==> src/hsid_pkg.sv <==
`default_nettype none

package hsid_pkg;

  // Sample and word sizing
  localparam int data_width = 16;              // One band sample, one lane input
  localparam int word_width = 2 * data_width;  // Two samples per element word

  // Lane arithmetic sizing
  localparam int data_width_mul = 2 * data_width;  // Square of a 17-bit signed difference fits here
  localparam int data_width_acc = 48;              // Lane accumulator, headroom for 255 squares

  // Band count limits
  localparam int hsi_bands_max  = 255;                      // Largest band count
  localparam int hsi_bands_addr = $clog2(hsi_bands_max + 1);  // 8 bits

  // Library limits
  localparam int hsi_library_size = 4095;                          // Largest library
  localparam int hsi_library_addr = $clog2(hsi_library_size + 1);  // 12 bits

  // Lane-sum stage, one carry bit above a lane accumulator
  localparam int sum_width = data_width_acc + 1;

endpackage

`default_nettype wire

==> src/hsid_min_search.sv <==
`default_nettype none

module hsid_min_search (
  input  logic                                  clk,
  input  logic                                  rst_n,
  input  logic                                  mse_valid,   // Error strobe
  input  logic [hsid_pkg::word_width-1:0]       mse_value,
  input  logic [hsid_pkg::hsi_library_addr-1:0] mse_ref,
  input  logic [hsid_pkg::hsi_library_addr-1:0] lib_size,    // Number of references
  output logic [hsid_pkg::hsi_library_addr-1:0] best_ref,    // Index of the closest reference
  output logic [hsid_pkg::word_width-1:0]       best_value,  // Its error
  output logic                                  best_valid   // One pulse per library
);
  import hsid_pkg::*;

  logic [word_width-1:0]       run_value;  // Minimum so far
  logic [hsi_library_addr-1:0] run_ref;
  logic [word_width-1:0]       new_value;  // Minimum including the current error
  logic [hsi_library_addr-1:0] new_ref;
  logic                        take;       // Current error wins
  logic [hsi_library_addr-1:0] final_ref;  // Index closing the library
  logic [hsi_library_addr-1:0] prev_ref;   // Last index seen

  assign final_ref = lib_size - hsi_library_addr'(1);

  // Index zero restarts, otherwise strictly smaller only, so ties keep the lower index
  assign take      = (mse_ref == '0) || (mse_value < run_value);
  assign new_value = take ? mse_value : run_value;
  assign new_ref   = take ? mse_ref : run_ref;

  always_ff @(posedge clk or negedge rst_n) begin
    if (!rst_n) begin
      run_value  <= '0;
      run_ref    <= '0;
      prev_ref   <= '0;
      best_valid <= 1'b0;
      best_value <= '0;
      best_ref   <= '0;
    end else begin
      best_valid <= mse_valid && (mse_ref == final_ref);
      if (mse_valid) begin
        run_value <= new_value;
        run_ref   <= new_ref;
        prev_ref  <= mse_ref;
        if (mse_ref == final_ref) begin
          best_value <= new_value;  // Presented with the final error included
          best_ref   <= new_ref;
        end
      end
    end
  end

  // Library is scanned in order, each search starting again at index zero
  ref_order_a: assert property (@(posedge clk) disable iff (!rst_n)
    (mse_valid && (mse_ref != '0)) |-> (mse_ref > prev_ref))
    else $error("hsid_min_search: reference %0d out of order", mse_ref);

endmodule

`default_nettype wire

==> config.mk <==
export PLATFORM = sky130hd
export DESIGN_NAME = hsid_min_search
export DESIGN_NICKNAME = d
export VERILOG_FILES = /design/src/hsid_pkg.sv /design/src/hsid_min_search.sv
export SDC_FILE = /design/constraint.sdc
export NUM_CORES = 1
export LEC_CHECK = 0
export ABC_AREA = 0
export BUFFER_PORTS_ARGS = -buffer_cell sky130_fd_sc_hd__buf_2
export CAP_MARGIN = 30
export CORE_ASPECT_RATIO = 0.75
export CORE_UTILIZATION = 55
export CTS_CLUSTER_SIZE = 25
export DETAILED_ROUTE_END_ITERATION = 10
export PLACE_DENSITY = 0.87
export SYNTH_ARGS = -nofsm -noshare
export SYNTH_HDL_FRONTEND = slang
export SYNTH_SLANG_ARGS = --single-unit
==> constraint.sdc <==
create_clock -name clk -period 6 [get_ports clk]
set_input_delay 1.2 -clock clk [delete_from_list [all_inputs] [get_ports clk]]
set_output_delay 1.2 -clock clk [all_outputs]
set_load 0.005 [all_outputs]
==> impl_metrics.env, run 1 <==
export IMPL_status="finished, final reports clean"
export IMPL_min_to="best_ref[0]"
export IMPL_drc=0
export IMPL_hold_viol_final=0
export IMPL_ys_warn_count=0
export IMPL_drive_gt1_frac=0.465
export IMPL_pin_count=104
export IMPL_cts_tree="done"
export IMPL_end_kind="flop"
export IMPL_async_flop_share=1.00
export IMPL_startpoint_type="input pin"
export IMPL_clkLatencyLatePin_ns=0.34
export IMPL_regToRegSetupSlack_ns=3.03
export IMPL_rr_worst_depth=10
export IMPL_r2r_end="best_ref[4]"
export IMPL_fmax_mhz=247
export IMPL_vias=3549
export IMPL_finalNetCount=612
export IMPL_tns_ns=0
export IMPL_grt_max_degree=48
export IMPL_slew_viol_final=0
export IMPL_syn_area_mm2=0.00506
export IMPL_cap_violations=0
export IMPL_setup_viol_count_final=0
export IMPL_clock_path_buffers=2
export IMPL_port_buffers=103
export IMPL_tightest_slew_ns=0.683
export IMPL_grt_usage=0.232
export IMPL_cts_hold_buf=0
export IMPL_dr_pass1_iters=4
export IMPL_crit_fanout=32
export IMPL_grt_pass1_vias=3567
export IMPL_fin_crit_sh=0.674
export IMPL_post_cts_resized=0
export IMPL_cts_buffers=9
export IMPL_cp_required_ns=6.21
export IMPL_rows=29
export IMPL_synthTopCellsByArea="dfrtp_1, mux2_2, ha_1"
export IMPL_n_antenna_cell=0
export IMPL_stdcell_count=633
export IMPL_synth_most_common_cell="mux2_2"
export IMPL_synth_edf_count=0
export IMPL_yosysSeqAreaShare=0.440
export IMPL_placed_cells=618
export IMPL_start_util=0.583
export IMPL_path_class="in -> reg"
export IMPL_synth_compound_area_frac=0.0505
export IMPL_die_h_um=85.0
export IMPL_rsz0062_at_grt="false"
export IMPL_antenna_found_initial=0
export IMPL_area_delta_synth_final_pct=18.3
export IMPL_grt_first_pass_wirelength_um=17200
export IMPL_power_density_mw_per_mm2=389
export IMPL_ys_ff_latch=89
export IMPL_skew_ns=0.00756
export IMPL_multiInputGateArea_mm2=0.00260
export IMPL_gp_congestion=0.827
export IMPL_yosysTopAreaCell="dfrtp_1"
export IMPL_arrival_ns=4.26
export IMPL_synth_simple_gate_area_frac=0.0673
export IMPL_synth_mux_area_frac=0.291
export IMPL_dp_slack_ns=1.61
export IMPL_synthTopCellsByCount="mux2_2, dfrtp_1, inv_1"
export IMPL_synth_top_family_by_area="multiplexers"
export IMPL_whs_path_depth=1
export IMPL_worst_hold_path_type="reg -> reg"
export IMPL_ys_types=47
export IMPL_synth_main_ff_cell="dfrtp_1"
export IMPL_synth_top_area_share=0.440
export IMPL_min_from="best_ref[0]"
export IMPL_core_area_mm2=0.00867
export IMPL_period_minus_slack_ns=4.05
export IMPL_synth_area_per_cell_um2=12.2
export IMPL_root_buffer="clkbuf_16"
export IMPL_slew_headroom=0.543
export IMPL_seq_area_mm2=0.00223
export IMPL_avgViaCountPerCell=5.61
export IMPL_peakVddDrop_uv=261
export IMPL_ant_nets=0
export IMPL_syn_num_nets=507
export IMPL_routed_wl_um=10300
export IMPL_p_total_mw=2.33
export IMPL_r2r_start="run_value[30]"
export IMPL_hpwl_um=7650
export IMPL_post_cts_buffers=0
export IMPL_synth_fa_ha_area_frac=0.0792
export IMPL_clkSinkCount=89
export IMPL_fillers=643
export IMPL_fin_ws_ns=1.95
export IMPL_synth_xor_area_frac=0.0260
export IMPL_die_area_mm2=0.00958
export IMPL_drtIter0Drc=122
export IMPL_wl_per_cell_um=16.3
export IMPL_die_w_um=113
export IMPL_syn_inst=416
export IMPL_overflow=0
export IMPL_path_clk_slew_ns=0.06
export IMPL_hold_slack_ns=0.481
export IMPL_h_tree_depth=3
export IMPL_leakage_nw=3.06
-- cells in the final DEF (no fill, tap or decap), types with 7 or more instances in the layout --
cell	Yosys	layout
xor2_1	7	7
a21oi_1	15	15
ha_1	32	32
inv_1	39	39
mux2_2	116	116
xnor2_1	8	8
nand4_1	7	7
nand2_1	12	12
mux2_1	11	11
clkbuf_16	0	9
buf_2	5	102
dfrtp_1	89	89
-- where the power goes --
part           internal [mW]  switching [mW]  total (mW)
sequential             0.758           0.103       0.861
combinational          0.510           0.430       0.940
clock                  0.311           0.215       0.526
total                   1.58           0.748        2.33
-- metrics by stage --
stage,area (um^2),util
2_1_floorplan,5060,-
3_3_place_gp,5650,0.651
3_5_place_dp,5700,0.657
4_1_cts,5980,0.690
5_1_grt,5980,0.690
6_report,5980,0.690
-- final cells by class --
| cell class | instances | share of cell area |
|---|---|---|
| clock inverter | 2 | 0.00209 |
| multi-input combinational | 275 | 0.435 |
| sequential | 89 | 0.372 |
| timing repair buffer | 107 | 0.0983 |
| clock buffer | 13 | 0.0452 |
| tap | 108 | 0.0226 |
| inverter | 39 | 0.0245 |
-- logic make-up after synthesis --
kind of cell / after synthesis
flip-flops: 89
AND/OR/NAND/NOR: 57
multiplexers: 131
AO/OA/AOI/OAI: 40
XOR/XNOR: 15
adder cells (fa/ha/maj): 32
buffers and inverters: 52
-- how the worst max path moves through the flow --
stage	endpoint	slack (ns)	start
final	best_value[24]	1.95	lib_size[0]
after global routing	best_value[24]	1.76	lib_size[4]
after CTS	best_value[24]	1.99	lib_size[0]
after detailed placement	best_value[12]	1.61	lib_size[0]
after global placement	best_value[6]	1.85	lib_size[0]
after floorplan	best_ref[4]	2.46	mse_value[30]
-- critical path: stages --
cell and delay [ns]:
buf_2 0.13, inv_1 0.07, ha_1 0.19, or3b_1 0.44, nor4b_2 0.26, a31oi_1 0.08, o32ai_1 0.18, o21ai_1 0.15
nor3_4 0.62, buf_4 0.52, mux2_2 0.41
-- metal layers --
metal,up-vias,track usage,part of all wire
li1,1710,-,-
met1,1708,0.299,0.46
met2,109,0.387,0.47
met3,22,0.0514,0.047
met4,0,0.0824,0.020
met5,-,0,0
-- sequential cells by signal, indices dropped and copies added (netlist names) --
name and cells:
run_value 32, best_valid 1, best_ref 12, best_value 32, run_ref 12
No activity file was read; power rests on OpenSTA's default activity.
==> run 2, diff against run 1 <==
- CORE_UTILIZATION: 55 -> 50
- PLACE_DENSITY: 0.87 -> 0.84
- clock period: 6 -> 3.3 ns (I/O delays scaled with it)
==> impl_metrics.env, run 2 (synthesis results as in run 1) <==
export IMPL_rsz0062_at_grt="false"
export IMPL_die_w_um=118
export IMPL_skew_ns=0.00440
export IMPL_overflow=0
export IMPL_cap_violations=0
export IMPL_routed_wl_um=11000
export IMPL_fillers=772
export IMPL_cts_hold_buf=0
export IMPL_clkSinkCount=89
export IMPL_leakage_nw=3.10
export IMPL_vias=3619
export IMPL_crit_family="compound AO/OA/AOI/OAI gates"
export IMPL_tns_ns=0
export IMPL_antenna_found_initial=0
export IMPL_worst_hold_path_type="in -> async"
export IMPL_slew_viol_final=0
export IMPL_ant_nets=0
export IMPL_grt_usage=0.222
export IMPL_die_h_um=89.1
export IMPL_rows=31
export IMPL_path_class="in -> reg"
export IMPL_grt_max_degree=49
export IMPL_power_density_mw_per_mm2=715
export IMPL_gp_congestion=0.827
export IMPL_die_area_mm2=0.0105
export IMPL_grt_pass1_vias=3851
export IMPL_fmax_mhz=347
export IMPL_drc=0
export IMPL_core_area_mm2=0.00974
export IMPL_clkLatencyLatePin_ns=0.33
export IMPL_dr_pass1_iters=4
export IMPL_drtIter0Drc=174
export IMPL_grt_first_pass_wirelength_um=18200
export IMPL_crit_fanout=11
export IMPL_cp_required_ns=3.51
export IMPL_startpoint_type="input pin"
export IMPL_final_cell_mix="mux2_2, buf_2, dfrtp_1"
export IMPL_period_minus_slack_ns=2.88
export IMPL_setup_viol_count_final=0
export IMPL_pin_count=104
export IMPL_cp_cell_sequence="buf_2 -> ha_1 -> a21oi_1 -> nand2_1 -> a221oi_1 -> o211ai_1 -> a22oi_2 -> and2_2 -> buf_4 -> mux2_2"
export IMPL_cts_tree="done"
export IMPL_dpl_instance_area_mm2=0.00579
export IMPL_hold_viol_final=0
export IMPL_hpwl_um=8220
export IMPL_status="finished, final reports clean"
export IMPL_clock_path_buffers=2
export IMPL_reg_top3="best_value: 32 flops, run_value: 32 flops"
export IMPL_critical_path_buf_inv_count=2
export IMPL_end_kind="flop"
export IMPL_n_antenna_cell=0
export IMPL_area_delta_synth_final_pct=20.4
export IMPL_tightest_slew_ns=0.712
export IMPL_arrival_ns=3.09
export IMPL_max_stage_delay_ns=0.38
export IMPL_port_buffers=103
export IMPL_root_buffer="clkbuf_16"
export IMPL_h_tree_depth=3
export IMPL_peakVddDrop_uv=408
export IMPL_slew_headroom=0.526
export IMPL_finalNetCount=618
export IMPL_start_util=0.519
export IMPL_post_cts_buffers=0
export IMPL_avgViaCountPerCell=5.46
export IMPL_wl_per_cell_um=16.6
export IMPL_cts_buffers=9
export IMPL_fin_crit_sh=0.873
export IMPL_path_clk_slew_ns=0.06
export IMPL_critPathSlowestCell="and2_2"
export IMPL_fin_area_mm2=0.00609
export IMPL_final_common_cell="mux2_2"
export IMPL_post_cts_resized=0
export IMPL_drive_gt1_frac=0.471
-- run 2: layout make-up --
cell class / count / area (um^2) / share of cell area
sequential: 89 / 2230 / 0.366
clock buffer: 12 / 256 / 0.0421
clock inverter: 3 / 40.0 / 0.00657
timing repair buffer: 113 / 651 / 0.107
tap: 132 / 165 / 0.0271
inverter: 39 / 146 / 0.0240
multi-input combinational: 275 / 2600 / 0.428
-- run 2: metal layers --
metal	wire length, um	GRT usage	vias up
met4	152	0.0688	0
met2	5410	0.402	106
met3	574	0.0548	18
li1	-	-	1720
met1	4850	0.265	1775
met5	0	0	-
-- run 2: worst paths after layout --
check	cells after the start	endpoint	slack (ns)	start
min in group clk	1	best_ref[1]	0.49	best_ref[1]
hold / removal	1	best_value[4]	0.32	rst_n
hold reg to reg	1	best_ref[1]	0.49	best_ref[1]
setup reg to reg	10	run_value[20]	0.46	run_value[30]
max in group asynchronous	2	run_value[26]	2.36	rst_n
setup / recovery	10	run_value[20]	0.42	mse_value[30]
-- run 2: power by group --
| group | total (mW) | leakage [nW] | switching, mW | internal, mW |
|---|---|---|---|---|
| logic | 1.76 | 1.81 | 0.803 | 0.955 |
| clock network | 1.02 | 0.148 | 0.402 | 0.621 |
| registers | 1.57 | 1.14 | 0.194 | 1.38 |
-- run 2: metrics by stage --
step | std cells | utilization | worst slack, ns | total power [mW] | hold WS (ns)
after floorplan | 416 | - | 0.299 | 2.86 | 0.364
after global placement | 647 | 0.592 | 0.223 | 3.22 | 0.465
after detailed placement | 648 | 0.595 | 0.0426 | 3.34 | 0.474
after CTS | 663 | 0.625 | 0.392 | 4.40 | 0.333
after global routing | 663 | 0.625 | 0.261 | 4.64 | 0.353
final | 663 | 0.625 | 0.419 | 4.35 | 0.318
==> run 3, diff against run 2 <==
- CORE_UTILIZATION: 50 -> 35
- PLACE_DENSITY: 0.84 -> 0.64
==> impl_metrics.env, run 3 (synthesis results as in run 1) <==
export IMPL_dp_slack_ns=0.00987
export IMPL_swShare=0.309
export IMPL_drc=0
export IMPL_post_cts_buffers=0
export IMPL_overflow=0
export IMPL_worst_hold_path_type="in -> async"
export IMPL_combinationalPowerShare=0.394
export IMPL_cp_cell_sequence="buf_2 -> ha_1 -> nand4_1 -> o311a_1 -> o41ai_2 -> a22oi_2 -> buf_4 -> and2_2 -> buf_12 -> mux2_1"
export IMPL_crit_family="compound AO/OA/AOI/OAI gates"
export IMPL_wl_per_cell_um=15.6
export IMPL_hold_slack_ns=0.360
export IMPL_fin_area_mm2=0.00622
export IMPL_clkLatencyLatePin_ns=0.34
export IMPL_hpwl_um=8360
export IMPL_cp_required_ns=3.52
export IMPL_hold_viol_final=0
export IMPL_power_switching_mw=1.40
export IMPL_area_delta_synth_final_pct=23.1
export IMPL_seqPwrFrac=0.345
export IMPL_status="finished, final reports clean"
export IMPL_rows=37
export IMPL_routed_wl_um=11100
export IMPL_regToRegSetupSlack_ns=0.46
export IMPL_stdcell_count=713
export IMPL_cts_buffers=9
export IMPL_rr_worst_depth=10
export IMPL_grt_max_degree=58
export IMPL_power_density_mw_per_mm2=727
export IMPL_end_kind="flop"
export IMPL_final_cell_mix="mux2_2, buf_2, dfrtp_1"
export IMPL_peakVddDrop_uv=296
export IMPL_reg_top3="best_value: 32 flops, run_value: 32 flops"
export IMPL_critPathSlowestCell="o41ai_2"
export IMPL_fin_util=0.448
export IMPL_p_clk_frac=0.261
export IMPL_fillers=1271
export IMPL_arrival_ns=3.09
export IMPL_crit_fanout=31
export IMPL_grt_usage=0.160
export IMPL_core_area_mm2=0.0139
export IMPL_drive_gt1_frac=0.477
export IMPL_pin_count=104
export IMPL_r2r_end="run_value[25]"
export IMPL_die_h_um=106
export IMPL_grt_pass1_vias=3615
export IMPL_fin_crit_sh=0.870
export IMPL_fmax_mhz=348
export IMPL_rsz0062_at_grt="false"
export IMPL_clkSinkCount=89
export IMPL_slew_viol_final=0
export IMPL_tns_ns=0
export IMPL_startpoint_type="input pin"
export IMPL_final_common_cell="mux2_2"
export IMPL_grt_first_pass_wirelength_um=18400
export IMPL_start_util=0.364
export IMPL_port_buffers=103
export IMPL_h_tree_depth=3
export IMPL_critical_path_buf_inv_count=3
export IMPL_p_total_mw=4.53
export IMPL_skew_ns=0.00645
export IMPL_placed_cells=696
export IMPL_dr_pass1_iters=4
export IMPL_setup_viol_count_final=0
export IMPL_tightest_slew_ns=0.761
export IMPL_root_buffer="clkbuf_16"
export IMPL_die_w_um=141
export IMPL_path_class="in -> reg"
export IMPL_vias=3580
export IMPL_dpl_instance_area_mm2=0.00588
export IMPL_finalNetCount=623
export IMPL_cts_tree="done"
export IMPL_leakage_nw=3.14
export IMPL_cap_violations=0
export IMPL_clock_path_buffers=2
export IMPL_path_clk_slew_ns=0.06
export IMPL_antenna_found_initial=3
export IMPL_cts_hold_buf=0
export IMPL_post_cts_resized=0
export IMPL_max_stage_delay_ns=0.46
export IMPL_drtIter0Drc=118
export IMPL_avgViaCountPerCell=5.02
export IMPL_slew_headroom=0.493
export IMPL_gp_congestion=0.771
export IMPL_die_area_mm2=0.0149
export IMPL_p_int_mw=3.13
export IMPL_r2r_start="run_value[7]"
export IMPL_period_minus_slack_ns=2.87
export IMPL_fin_ws_ns=0.429
export IMPL_ant_nets=0
## run 3: how the worst max path moves through the flow
| stage | start | slack (ns) | cells after the start | end |
|---|---|---|---|---|
| 6_report | mse_value[7] | 0.43 | 10 | run_value[25] |
| 5_1_grt | lib_size[0] | 0.22 | 11 | best_value[6] |
| 4_1_cts | mse_value[7] | 0.38 | 10 | run_value[27] |
| 3_5_place_dp | mse_value[7] | 0.01 | 10 | run_value[27] |
| 3_3_place_gp | mse_value[7] | 0.07 | 10 | run_value[25] |
| 2_1_floorplan | mse_value[30] | 0.30 | 9 | best_value[25] |
## run 3: layout make-up
class,instances,area (um^2),share of cell area
inverter,39,146,0.0235
clock buffer,11,243,0.0390
clock inverter,5,103,0.0165
multi-input combinational,275,2600,0.418
antenna,1,2.50,0.000402
sequential,89,2230,0.358
tap,175,219,0.0352
timing repair buffer,118,681,0.109
## run 3: metal layers
| metal | GRT usage | share of wire | up-vias |
|---|---|---|---|
| li1 | - | - | 1729 |
| met4 | 0.0481 | 0.012 | 4 |
| met1 | 0.200 | 0.47 | 1752 |
| met3 | 0.0505 | 0.054 | 16 |
| met2 | 0.263 | 0.47 | 79 |
| met5 | 0 | 0.0024 | - |
## run 3: worst register-to-register path, stage by stage, from the launching register on
cell	delay (ns)
dfrtp_1	0.36
inv_1	0.05
ha_1	0.30
nand4_1	0.11
o311a_1	0.39
o41ai_2	0.46
a22oi_2	0.13
buf_4	0.19
and2_2	0.21
buf_12	0.18
mux2_1	0.34
## run 3: power groups by stage
stage / Clock [mW] / Sequential (mW) / Combinational (mW)
5_1_grt: 1.26 / 1.60 / 2.01
6_report: 1.18 / 1.56 / 1.78
4_1_cts: 1.21 / 1.56 / 1.81
3_5_place_dp: 0 / 1.58 / 1.80
2_1_floorplan: 0 / 1.52 / 1.33
3_3_place_gp: 0 / 1.56 / 1.75
